### config.mk
export PLATFORM = sky130hd
export DESIGN_NAME = s16b_main_bus
export DESIGN_NICKNAME = d
export VERILOG_FILES = /design/src/verilog/s16b_pkg.sv /design/src/verilog/s16b_region_decode.sv /design/src/verilog/s16b_video_ctrl.sv /design/src/verilog/s16b_cab_io.sv /design/src/verilog/s16b_data_mux.sv /design/src/verilog/s16b_main_bus.sv
export VERILOG_INCLUDE_DIRS = /design/src /design/src/verilog
export SDC_FILE = /design/constraint.sdc
export NUM_CORES = 1
export LEC_CHECK = 0
export ABC_AREA = 1
export ABC_CLOCK_PERIOD_IN_PS = 1700
export BUFFER_PORTS_ARGS = -buffer_cell sky130_fd_sc_hd__buf_2
export CAP_MARGIN = 20
export CORE_AREA = 4 4 117 119
export DETAILED_ROUTE_END_ITERATION = 8
export DIE_AREA = 0 0 121 123
export HOLD_SLACK_MARGIN = 0.06
export SYNTH_ARGS = -nofsm -noshare
export SYNTH_HDL_FRONTEND = slang
export SYNTH_SLANG_ARGS = --single-unit
### constraint.sdc
create_clock -name clk -period 1.7 [get_ports clk]
set_clock_uncertainty 0.05 [all_clocks]
set_input_delay 0.17 -clock clk [delete_from_list [all_inputs] [get_ports clk]]
set_output_delay 0.17 -clock clk [all_outputs]
set_load 0.01 [all_outputs]
### src/verilog/s16b_settings.svh
//----------------------------------------
// System 16B bus glue settings
// Widths, address fields and idle values
//----------------------------------------
`ifndef S16B_SETTINGS_SVH
`define S16B_SETTINGS_SVH

// Bus widths
`define S16B_ADDR_W       23   // CPU word address, bits 23:1
`define S16B_DATA_W       16
`define S16B_ROM_ADDR_W   18   // ROM word address

// Address fields
`define S16B_REGION_LSB   20   // Three bit region field, 1MB each
`define S16B_TEXT_SEL_BIT 16   // Text RAM vs tile RAM in region 5
`define S16B_IO_GROUP_LSB 12   // Two bit I/O group field

// Data values
`define S16B_BUS_IDLE     {`S16B_DATA_W{1'b1}}

// Video control
`define S16B_TBANK_W      6

`endif

### src/verilog/s16b_pkg.sv
//----------------------------------------
// System 16B shared types
// Bus regions, I/O groups, boards, games
//----------------------------------------
package s16b_pkg;

    // One region per megabyte of CPU space
    typedef enum logic [2:0] {
        REGION_ROM0  = 3'd0,
        REGION_ROM1  = 3'd1,
        REGION_ROM2  = 3'd2,
        REGION_RAM   = 3'd3,
        REGION_OBJ   = 3'd4,
        REGION_VIDEO = 3'd5,
        REGION_PAL   = 3'd6,
        REGION_IO    = 3'd7
    } bus_region_e;

    typedef enum logic [1:0] {
        IO_VIDEO_CTRL = 2'd0,
        IO_INPUTS     = 2'd1,
        IO_DIPS       = 2'd2,
        IO_CUSTOM     = 2'd3
    } io_group_e;

    // ROM board families
    typedef enum logic [1:0] {
        BOARD_5797,
        BOARD_5358,
        BOARD_KOREAN,
        BOARD_5521     // Also covers 5704
    } rom_board_e;

    typedef enum logic [7:0] {
        GAME_PASSSHT   = 8'h02,
        GAME_BULLET    = 8'h11,
        GAME_SDI       = 8'h12,
        GAME_PASSSHT_J = 8'h13,
        GAME_PASSSHT3  = 8'h18,
        GAME_DEFENSE   = 8'h19
    } game_e;

endpackage

### src/verilog/s16b_region_decode.sv
//----------------------------------------
// System 16B region decoder
// Registered chip selects and the ROM
// word address map per board family
//----------------------------------------
`include "s16b_settings.svh"

module s16b_region_decode (
    input  logic                        clk,
    input  logic                        rst,
    input  logic [7:0]                  game_id,
    input  logic [`S16B_ADDR_W:1]       addr,
    input  logic                        as_n,
    input  logic                        uds_n,
    input  logic                        lds_n,
    input  logic                        rnw,
    output logic                        rom_cs,
    output logic                        ram_cs,
    output logic                        vram_cs,
    output logic                        char_cs,
    output logic                        objram_cs,
    output logic                        pal_cs,
    output logic                        io_cs,
    output logic                        tbank_cs,
    output logic [`S16B_ROM_ADDR_W-1:0] rom_addr
);

    s16b_pkg::bus_region_e region;
    s16b_pkg::rom_board_e  board;
    logic       rom_large;  // 5358 large variant
    logic [1:0] rom_idx;
    logic       is_rom;
    logic       ds_act;
    logic       text_sel;

    assign region   = s16b_pkg::bus_region_e'(addr[`S16B_REGION_LSB+2:`S16B_REGION_LSB]);
    assign is_rom   = region == s16b_pkg::REGION_ROM0 || region == s16b_pkg::REGION_ROM1
                   || region == s16b_pkg::REGION_ROM2;
    assign ds_act   = !uds_n || !lds_n;
    assign text_sel = addr[`S16B_TEXT_SEL_BIT];

    // Board family from the game id
    always_comb begin
        rom_large = game_id == 8'h10 || game_id == 8'h1a;
        if (game_id[7:5] == 3'b001)
            board = s16b_pkg::BOARD_5797;
        else if (game_id[7:4] == 4'b0001)
            board = s16b_pkg::BOARD_5358;
        else if (game_id[7:3] == 5'b00001)
            board = s16b_pkg::BOARD_KOREAN;
        else
            board = s16b_pkg::BOARD_5521;
    end

    always_comb begin
        case (region)
            s16b_pkg::REGION_ROM1: rom_idx = 2'd1;
            s16b_pkg::REGION_ROM2: rom_idx = 2'd2;
            default:               rom_idx = 2'd0;
        endcase
        case (board)
            s16b_pkg::BOARD_5797:   rom_addr = addr[18:1];
            s16b_pkg::BOARD_5358:
                if (rom_large)
                    rom_addr = {rom_idx, addr[16:1]};
                else
                    rom_addr = {1'b0, rom_idx, addr[15:1]};
            s16b_pkg::BOARD_KOREAN: rom_addr = {1'b0, addr[17:1]};
            default:                rom_addr = {rom_idx[0], addr[17:1]};  // 512kB
        endcase
    end

    // Selects follow the strobe, cleared between accesses
    always_ff @(posedge clk or posedge rst) begin
        if (rst) begin
            {rom_cs, ram_cs, vram_cs, char_cs} <= '0;
            {objram_cs, pal_cs, io_cs, tbank_cs} <= '0;
        end else begin
            rom_cs    <= !as_n && is_rom && rnw;
            ram_cs    <= !as_n && ds_act && region == s16b_pkg::REGION_RAM;
            vram_cs   <= !as_n && ds_act && region == s16b_pkg::REGION_VIDEO && !text_sel;
            char_cs   <= !as_n && region == s16b_pkg::REGION_VIDEO && text_sel;
            objram_cs <= !as_n && region == s16b_pkg::REGION_OBJ;
            pal_cs    <= !as_n && region == s16b_pkg::REGION_PAL;
            io_cs     <= !as_n && region == s16b_pkg::REGION_IO;
            tbank_cs  <= !as_n && region == s16b_pkg::REGION_ROM2 && !rnw;  // 5521/5704 only
        end
    end

endmodule

### src/verilog/s16b_video_ctrl.sv
//----------------------------------------
// System 16B video control
// Flip, video enable and tile bank
//----------------------------------------
`include "s16b_settings.svh"

module s16b_video_ctrl (
    input  logic                     clk,
    input  logic                     rst,
    input  logic                     io_cs,
    input  logic                     tbank_cs,
    input  logic [`S16B_ADDR_W:1]    addr,
    input  logic                     lds_n,
    input  logic                     rnw,
    input  logic [`S16B_DATA_W-1:0]  cpu_dout,
    output logic                     flip,
    output logic                     video_en,
    output logic [`S16B_TBANK_W-1:0] tile_bank
);

    localparam int HALF = `S16B_TBANK_W / 2;

    s16b_pkg::io_group_e group;
    logic                wr_lo;   // Low byte write

    assign group = s16b_pkg::io_group_e'(addr[`S16B_IO_GROUP_LSB+1:`S16B_IO_GROUP_LSB]);
    assign wr_lo = !lds_n && !rnw;

    always_ff @(posedge clk or posedge rst) begin
        if (rst) begin
            flip      <= 1'b0;
            video_en  <= 1'b1;    // Screen on out of reset
            tile_bank <= '0;
        end else begin
            if (io_cs && wr_lo && group == s16b_pkg::IO_VIDEO_CTRL) begin
                flip     <= cpu_dout[6];
                video_en <= cpu_dout[5];
            end
            if (tbank_cs && wr_lo) begin
                if (addr[1])
                    tile_bank[`S16B_TBANK_W-1:HALF] <= cpu_dout[HALF-1:0];
                else
                    tile_bank[HALF-1:0] <= cpu_dout[HALF-1:0];
            end
        end
    end

endmodule

### src/verilog/s16b_cab_io.sv
//----------------------------------------
// System 16B cabinet inputs
// Per-game joystick and button ordering
//----------------------------------------
`include "s16b_settings.svh"

module s16b_cab_io (
    input  logic                  clk,
    input  logic                  rst,
    input  logic [7:0]            game_id,
    input  logic                  io_cs,
    input  logic [`S16B_ADDR_W:1] addr,
    input  logic [7:0]            joystick1,
    input  logic [7:0]            joystick2,
    input  logic [7:0]            joystick3,
    input  logic [7:0]            joystick4,
    input  logic [15:0]           joyana1,
    input  logic [15:0]           joyana2,
    input  logic [15:0]           joyana3,
    input  logic [15:0]           joyana4,
    input  logic [3:0]            start_button,
    input  logic [3:0]            coin_input,
    input  logic                  service,
    input  logic                  dip_test,
    input  logic [7:0]            dipsw_a,
    input  logic [7:0]            dipsw_b,
    output logic [7:0]            cab_dout
);

    s16b_pkg::io_group_e group;
    logic       is_bullet;
    logic       is_passsht;
    logic       is_analog;     // SDI and Defense sticks
    logic [7:0] sel_joy;
    logic [7:0] sorted;
    logic [7:0] joy_byte;
    logic [7:0] cust_joy;
    logic [7:0] cust_ana;
    logic [7:0] cab_next;

    // Board wiring of the standard joystick ports
    function automatic logic [7:0] sort_joy(input logic [7:0] j);
        return {j[1:0], j[3:2], j[7], j[5:4], j[6]};
    endfunction

    assign group      = s16b_pkg::io_group_e'(addr[`S16B_IO_GROUP_LSB+1:`S16B_IO_GROUP_LSB]);
    assign is_bullet  = game_id == s16b_pkg::GAME_BULLET;
    assign is_passsht = game_id == s16b_pkg::GAME_PASSSHT || game_id == s16b_pkg::GAME_PASSSHT_J
                     || game_id == s16b_pkg::GAME_PASSSHT3;
    assign is_analog  = game_id == s16b_pkg::GAME_SDI || game_id == s16b_pkg::GAME_DEFENSE;

    always_comb begin
        case (addr[2:1])
            2'd2:    sel_joy = joystick3;
            2'd3:    sel_joy = joystick2;
            default: sel_joy = joystick1;
        endcase
        sorted   = sort_joy(sel_joy);
        joy_byte = is_bullet ? {sorted[3:0], sorted[7:4]} : sorted;
        case (addr[2:1])
            2'd0: begin
                cust_joy = joystick1;
                cust_ana = joyana1[15:8];
            end
            2'd1: begin
                cust_joy = joystick2;
                cust_ana = joyana2[15:8];
            end
            2'd2: begin
                cust_joy = joystick3;
                cust_ana = joyana3[15:8];
            end
            default: begin
                cust_joy = joystick4;
                cust_ana = joyana4[15:8];
            end
        endcase
    end

    always_comb begin
        cab_next = '1;
        if (io_cs) begin
            case (group)
                s16b_pkg::IO_INPUTS:
                    case (addr[2:1])
                        2'd0: begin
                            cab_next = {2'b11, start_button[1:0], service, dip_test,
                                        coin_input[1:0]};
                            if (is_bullet)
                                cab_next[7:6] = {coin_input[2], start_button[2]};
                            if (is_passsht)
                                cab_next[7:6] = start_button[3:2];
                        end
                        2'd2: if (is_bullet) cab_next = joy_byte;   // Third player
                        default: cab_next = joy_byte;
                    endcase
                s16b_pkg::IO_DIPS: cab_next = addr[1] ? dipsw_a : dipsw_b;
                s16b_pkg::IO_CUSTOM:
                    if (addr[9:8] == 2'b10) begin
                        if (game_id == s16b_pkg::GAME_PASSSHT_J)
                            cab_next = {cust_joy[7:4], cust_joy[1:0], cust_joy[3:2]};
                        else if (is_analog)
                            cab_next = cust_ana;
                    end
                default: ;
            endcase
        end
    end

    always_ff @(posedge clk or posedge rst) begin
        if (rst)
            cab_dout <= '1;
        else
            cab_dout <= cab_next;
    end

endmodule

### src/verilog/s16b_data_mux.sv
//----------------------------------------
// System 16B read data bus
// Holds its value on unmapped accesses
//----------------------------------------
`include "s16b_settings.svh"

module s16b_data_mux (
    input  logic                    clk,
    input  logic                    rst,
    input  logic                    ram_cs,
    input  logic                    vram_cs,
    input  logic                    rom_cs,
    input  logic                    char_cs,
    input  logic                    pal_cs,
    input  logic                    objram_cs,
    input  logic                    io_cs,
    input  logic [`S16B_DATA_W-1:0] ram_data,   // Work RAM or tile RAM
    input  logic [`S16B_DATA_W-1:0] rom_data,
    input  logic [`S16B_DATA_W-1:0] char_dout,
    input  logic [`S16B_DATA_W-1:0] pal_dout,
    input  logic [`S16B_DATA_W-1:0] obj_dout,
    input  logic [7:0]              cab_dout,
    output logic [`S16B_DATA_W-1:0] cpu_din
);

    always_ff @(posedge clk or posedge rst) begin
        if (rst)
            cpu_din <= `S16B_BUS_IDLE;
        else if (ram_cs || vram_cs)
            cpu_din <= ram_data;
        else if (rom_cs)
            cpu_din <= rom_data;    // No decryption
        else if (char_cs)
            cpu_din <= char_dout;
        else if (pal_cs)
            cpu_din <= pal_dout;
        else if (objram_cs)
            cpu_din <= obj_dout;
        else if (io_cs)
            cpu_din <= {8'hff, cab_dout};   // Inputs are 8 bits wide
    end

endmodule

### src/verilog/s16b_main_bus.sv
//----------------------------------------
// System 16B main board bus glue
// Decoder, video control, inputs, data bus
//----------------------------------------
`include "s16b_settings.svh"

module s16b_main_bus (
    input  logic                        clk,
    input  logic                        rst,
    input  logic [7:0]                  game_id,
    input  logic [`S16B_ADDR_W:1]       addr,
    input  logic                        as_n,
    input  logic                        uds_n,
    input  logic                        lds_n,
    input  logic                        rnw,
    input  logic [`S16B_DATA_W-1:0]     cpu_dout,
    input  logic [`S16B_DATA_W-1:0]     ram_data,
    input  logic [`S16B_DATA_W-1:0]     rom_data,
    input  logic [`S16B_DATA_W-1:0]     char_dout,
    input  logic [`S16B_DATA_W-1:0]     pal_dout,
    input  logic [`S16B_DATA_W-1:0]     obj_dout,
    input  logic [7:0]                  joystick1,
    input  logic [7:0]                  joystick2,
    input  logic [7:0]                  joystick3,
    input  logic [7:0]                  joystick4,
    input  logic [15:0]                 joyana1,
    input  logic [15:0]                 joyana2,
    input  logic [15:0]                 joyana3,
    input  logic [15:0]                 joyana4,
    input  logic [3:0]                  start_button,
    input  logic [3:0]                  coin_input,
    input  logic                        service,
    input  logic                        dip_test,
    input  logic [7:0]                  dipsw_a,
    input  logic [7:0]                  dipsw_b,
    output logic [`S16B_DATA_W-1:0]     cpu_din,
    output logic [`S16B_ROM_ADDR_W-1:0] rom_addr,
    output logic                        rom_cs,
    output logic                        ram_cs,
    output logic                        vram_cs,
    output logic                        char_cs,
    output logic                        objram_cs,
    output logic                        pal_cs,
    output logic                        io_cs,
    output logic                        flip,
    output logic                        video_en,
    output logic [`S16B_TBANK_W-1:0]    tile_bank
);

    logic       tbank_cs;
    logic [7:0] cab_dout;

    s16b_region_decode i_region_decode (
        .clk(clk), .rst(rst), .game_id(game_id), .addr(addr),
        .as_n(as_n), .uds_n(uds_n), .lds_n(lds_n), .rnw(rnw),
        .rom_cs(rom_cs), .ram_cs(ram_cs), .vram_cs(vram_cs), .char_cs(char_cs),
        .objram_cs(objram_cs), .pal_cs(pal_cs), .io_cs(io_cs), .tbank_cs(tbank_cs),
        .rom_addr(rom_addr)
    );

    s16b_video_ctrl i_video_ctrl (
        .clk(clk), .rst(rst), .io_cs(io_cs), .tbank_cs(tbank_cs), .addr(addr),
        .lds_n(lds_n), .rnw(rnw), .cpu_dout(cpu_dout),
        .flip(flip), .video_en(video_en), .tile_bank(tile_bank)
    );

    s16b_cab_io i_cab_io (
        .clk(clk), .rst(rst), .game_id(game_id), .io_cs(io_cs), .addr(addr),
        .joystick1(joystick1), .joystick2(joystick2),
        .joystick3(joystick3), .joystick4(joystick4),
        .joyana1(joyana1), .joyana2(joyana2), .joyana3(joyana3), .joyana4(joyana4),
        .start_button(start_button), .coin_input(coin_input),
        .service(service), .dip_test(dip_test),
        .dipsw_a(dipsw_a), .dipsw_b(dipsw_b), .cab_dout(cab_dout)
    );

    s16b_data_mux i_data_mux (
        .clk(clk), .rst(rst),
        .ram_cs(ram_cs), .vram_cs(vram_cs), .rom_cs(rom_cs), .char_cs(char_cs),
        .pal_cs(pal_cs), .objram_cs(objram_cs), .io_cs(io_cs),
        .ram_data(ram_data), .rom_data(rom_data), .char_dout(char_dout),
        .pal_dout(pal_dout), .obj_dout(obj_dout), .cab_dout(cab_dout),
        .cpu_din(cpu_din)
    );

endmodule

* Word level (Yosys, flattened, before mapping) *
Cells that the tools add are included.

storage, ports and cells
  memories = 0
  input bits = 255
  latch bits = 0
  memory bits (writable) = 0
  flip-flop bits (word level) = 40
  word-level logic and storage cells = 105
  memory bits (read-only) = 0

cells by class
  shift-type cells = 0
  bitwise logic cells = 1
  reductions and logical operators = 37
  muxes and demuxes = 26
  add/sub/neg operators = 0
  div/mod/pow operators = 0
  multipliers = 0
  $lt $le $gt $ge = 0
  eq/ne operators = 27

operators by type and width
  operator              count
  $mux W16              6
  $pmux W8 S3           3
  $eq A8 B5 Y1 const B  7
  $mux W8               7
  $pmux W18 S3          1
  $pmux W8 S2           2
  $mux W18              1
  $logic_and A1 B1 Y1   17
  $eq A2 B2 Y1 const B  6
  $eq A3 B3 Y1 const B  4
  $eq A8 B2 Y1 const B  1
  $logic_or A1 B1 Y1    8
  $mux W2               4
  $eq A2 B1 Y1 const B  3
  $eq A3 B1 Y1 const B  2
  $eq A3 B2 Y1 const B  2
  $logic_not A2 Y1      3
  $reduce_bool A6 Y1    1
  $eq A5 B1 Y1 const B  1
  $logic_not A1 Y1      5
  $eq A4 B1 Y1 const B  1
  $pmux W2 S2           1
  $reduce_and A2 Y1     2
  $logic_not A3 Y1      1
  2 further kinds       2

* Longest topological paths before layout *
  word-level depth = 7
  depth in mapped cells = 11
  mapped depth without buffers = 11

* Hierarchy *
From an unflattened synthesis, not the netlist that was laid out.

second synthesis, totals
  cell total of the unflattened synthesis = 757
  area, all modules = 4,310.4 sq um

by module, submodules not included
  module              times used  cells an instance  area an instance (sq um)
  s16b_cab_io         1           380                1,747.9
  s16b_data_mux       1           267                1,617.8
  s16b_region_decode  1           69                 561.8
  s16b_video_ctrl     1           41                 382.9

* Worst setup path before layout *
OpenSTA, ideal clock, no wires.

  path kind = register to register
  start = reg i_region_decode.objram_cs
  end = reg i_data_mux.cpu_din[14]
  data arrival time = 1.274 ns
  data required time = 1.577 ns
  library setup time = 0.073 ns
  cell stages (with the launch flop) = 10
  clock period less this slack = 1.397 ns
  setup slack = 0.303 ns
  cells stage by stage = dfrtp_1 buf_4 inv_1 buf_4 o21ai_0 nand3_1 o211ai_1 nand2_1 nand2_1 a21oi_1

between the ends
  word-level cells in the longest chain between the ends = 5

RTL lines
  element                 RTL line                  RTL
  start, declared         s16b_region_decode.sv:21  output logic objram_cs,
  start signal, assigned  s16b_region_decode.sv:83  objram_cs <= !as_n && region == s16b_pkg::REGION_OBJ;
  $mux W16                s16b_data_mux.sv:37       else if (objram_cs)
  $mux W16                s16b_data_mux.sv:35       else if (pal_cs)
  $mux W16                s16b_data_mux.sv:33       else if (char_cs)
  $mux W16                s16b_data_mux.sv:31       else if (rom_cs)
  $mux W16                s16b_data_mux.sv:29       else if (ram_cs || vram_cs)
  end signal, assigned    s16b_data_mux.sv:30       cpu_din <= ram_data;
  end signal, assigned    s16b_data_mux.sv:32       cpu_din <= rom_data;
  end signal, assigned    s16b_data_mux.sv:34       cpu_din <= char_dout;
  end, declared           s16b_data_mux.sv:23       output logic [`S16B_DATA_W-1:0] cpu_din

Several ways; a longest one is shown, not always the timed one.
A chain may end at the register's enable or synchronous reset.

* Final worst setup path *
  start = reg i_region_decode.objram_cs
  end = reg i_data_mux.cpu_din[11]

Same word-level chain as after synthesis.

==> reports/results.ini <==
[sta]
slew_violations = 0
max_slew_margin_pct = 65.7
period_share_pct = 92.7
fmax_mhz = 635
hold_slack_ns = 0.0660
setup_viol = 0
rsz0062_at_grt = false
finalHoldViolCount = 0
fin_setup_tns_ns = 0
fin_crit_ns = 1.58
tightest_slew_ns = 0.515
finalWorstSetupSlack_ns = 0.125

[clock_network]
clk_pin_slew_ns = 0.06
cts_made_buffers = 5
cts_root_buf = clkbuf_16
cts_tree = done
clk_latency_ns = 0.28
h-tree-depth = 2
clock-sinks = 40
max-clock-path-buffers = 2

[power]
ir_worst_vdd_v = 0.000491
clockPowerShare_pct = 32.9
p_sw_mw = 1.01
internal_power_mw = 2.28
p_leak_nw = 2.86
finalPower_mw = 3.29
p_per_area_nw_per_um2 = 612
combPwrFrac_pct = 31.3
pwr-share-seq_pct = 35.8
swShare_pct = 30.7

[yosys]
synth_fp_nets = 882
synth_top_cell_by_area = nand2_1
synth.top_cell.area_share_pct = 19.7
yosysUniqueCellTypes = 31
ys_top_cells_by_area = nand2_1 (20%), dfstp_2 (18%), dfrtp_1 (10%)
syn_area_per_cell_sq_um = 5.92
synth_seq_area_share_pct = 27.8
netlist_area_sq_um = 3710
yosys_warnings = 0
synth_seq_cells = 40
syn_inst = 627

[critical_path]
arrival_ns = 1.73
cp-end-kind = flip-flop
crit_required_ns = 1.86
crit_type = reg -> reg
worstSetupStartpointType = flip-flop
path_max_fanout = 8

[die]
core-area_sq_um = 12600
start_util_pct = 29.6
dieHeight_um = 123
ios = 304
fp.dieArea_sq_um = 14900
die_w_um = 121
rows = 41

[global_route]
grt_use_total_pct = 19.7
antenna_found_initial = 0
grt_max_degree = 41
grt_overflow = 0
grt_pass1_vias = 4731
grt_pass1_wl_um = 23400

[finish]
drive_gt1_share_pct = 36.6
nFillCells = 1377
regArea_sq_um = 1030
final_cells = 1044
area_growth_syn_to_layout_pct = 44.7
diodes = 0
final_nets = 1126
multi_input_area_sq_um = 2270

[run]
max-cap-violations = 0

[drt]
wl_per_cell_um = 14.5
drt-pass1-iter-count = 5
drtIter0Drc = 315
vias = 4875
vias_per_cell = 4.67
drc = 0
drt-total-wl_um = 15200
ant_nets = 0

[placement]
post-place-ws_ns = 0.0864
place_congestion = 0.978
place_inst = 1021
hpwl_um = 12700
io_buffers = 239

[min_path]
hold_path_class = in -> reg

[status]
status = finished, final reports clean

[registers in the layout (all words and copies together) (netlist names)]
| name | flops |
|---|---|
| i_region_decode.vram_cs | 1 |
| i_video_ctrl.tile_bank | 6 |
| i_video_ctrl.video_en | 1 |
| i_region_decode.ram_cs | 1 |
| i_region_decode.char_cs | 1 |
| i_data_mux.cpu_din | 16 |
| i_region_decode.tbank_cs | 1 |
| i_region_decode.objram_cs | 1 |
| i_cab_io.cab_dout | 8 |
| i_region_decode.io_cs | 1 |
| i_video_ctrl.flip | 1 |
| i_region_decode.pal_cs | 1 |
| i_region_decode.rom_cs | 1 |
[repair_timing]
action	in CTS	in global routing
gates resized for setup	0	6
hold buffers	13	0
endpoints found under the hold margin	25	0
setup endpoints to repair	0	5
setup buffers	0	1
[critical path: stages (launching register included)]
cell and delay [ns]:
dfrtp_1 0.44, inv_1 0.21, buf_4 0.20, o21ai_0 0.08
nand3_1 0.07, o21ai_0 0.13, a21o_1 0.21, a21oi_1 0.13
[placed cells by master, fill, tap and decap left out, drive strengths merged, types with 13 or more instances in the layout]
cell type    synthesis  layout
nand3               46      46
inv                 49      49
o21ai               61      61
dfrtp               15      15
a21oi               56      56
nand2              196     196
dfstp               25      25
dlygate4sd3          0      13
buf                 33     261
nor2               104     104
[Yosys cell counts, drive strengths merged]
library cell / count
a21oi: 56
clkinv: 1
o211ai: 8
mux2: 2
buf: 33
dfstp: 25
or2: 4
nor4b: 1
a22oi: 1
a21o: 1
clkbuf: 5
nor4: 1
nand2: 196
nor2: 104
o21ai: 61
o22ai: 5
nand4: 4
nor3: 6
o221ai: 3
nand3: 46
inv: 49
dfrtp: 15
[kinds of logic after synthesis]
kind of cell           count (synthesis)  synth area share (%)
AO/OA/AOI/OAI                        135                  19.6
buffers and inverters                 88                  11.5
flip-flops                            40                  27.8
multiplexers                           2                 0.606
AND/OR/NAND/NOR                      362                  40.5
[metrics by stage]
stage          util [%]  cell area (sq um)
6_report           42.8               5380
5_1_grt            42.8               5380
4_1_cts            42.5               5350
3_5_place_dp       40.1               5040
3_3_place_gp       40.1               5040
2_1_floorplan         -               3710
[final timing paths]
| kind | startpoint | end | slack (ns) | depth (start not counted) |
|---|---|---|---|---|
| worst min-delay path | ram_data[8] | i_data_mux.cpu_din[8]$_DFFE_PP1P_ | 0.07 | 3 |
| min in group asynchronous | rst | i_video_ctrl.tile_bank[4]$_DFFE_PP0P_ | 0.51 | 4 |
| max in group asynchronous | rst | i_data_mux.cpu_din[13]$_DFFE_PP1P_ | 0.71 | 4 |
| worst min register to register | i_video_ctrl.tile_bank[3]$_DFFE_PP0P_ | i_video_ctrl.tile_bank[3]$_DFFE_PP0P_ | 0.44 | 2 |
| worst max register to register | i_region_decode.objram_cs$_DFF_PP0_ | i_data_mux.cpu_din[11]$_DFFE_PP1P_ | 0.12 | 7 |
| worst max-delay path | i_region_decode.objram_cs$_DFF_PP0_ | i_data_mux.cpu_din[11]$_DFFE_PP1P_ | 0.12 | 7 |
[layer usage]
layer / track usage [%] / wire length (um) / vias to the layer above
met1: 24.5 / 6450 / 2141
met4: 4.25 / 269 / 0
met3: 4.76 / 1260 / 20
li1: - / - / 2520
met2: 34.6 / 7190 / 194
met5: 0 / 0 / -
[area by class of cell]
cell class / instances / area share (%)
clock buffer: 5 / 2.33
tap: 172 / 4.00
clock inverter: 3 / 0.861
timing repair inverter: 1 / 0.140
multi-input combinational: 499 / 42.2
sequential: 40 / 19.2
inverter: 50 / 3.56
timing repair buffer: 274 / 27.7
[power groups by stage]
stage                     registers, mW  logic (mW)  clock network (mW)
final                              1.18        1.03                1.08
after CTS                          1.18        1.03                1.11
after detailed placement           1.19        1.01                   0
after floorplan                    1.24       0.480                   0
after global placement             1.19        1.01                   0
after global routing               1.19        1.16                1.15
No activity file was read; power rests on OpenSTA's default activity.
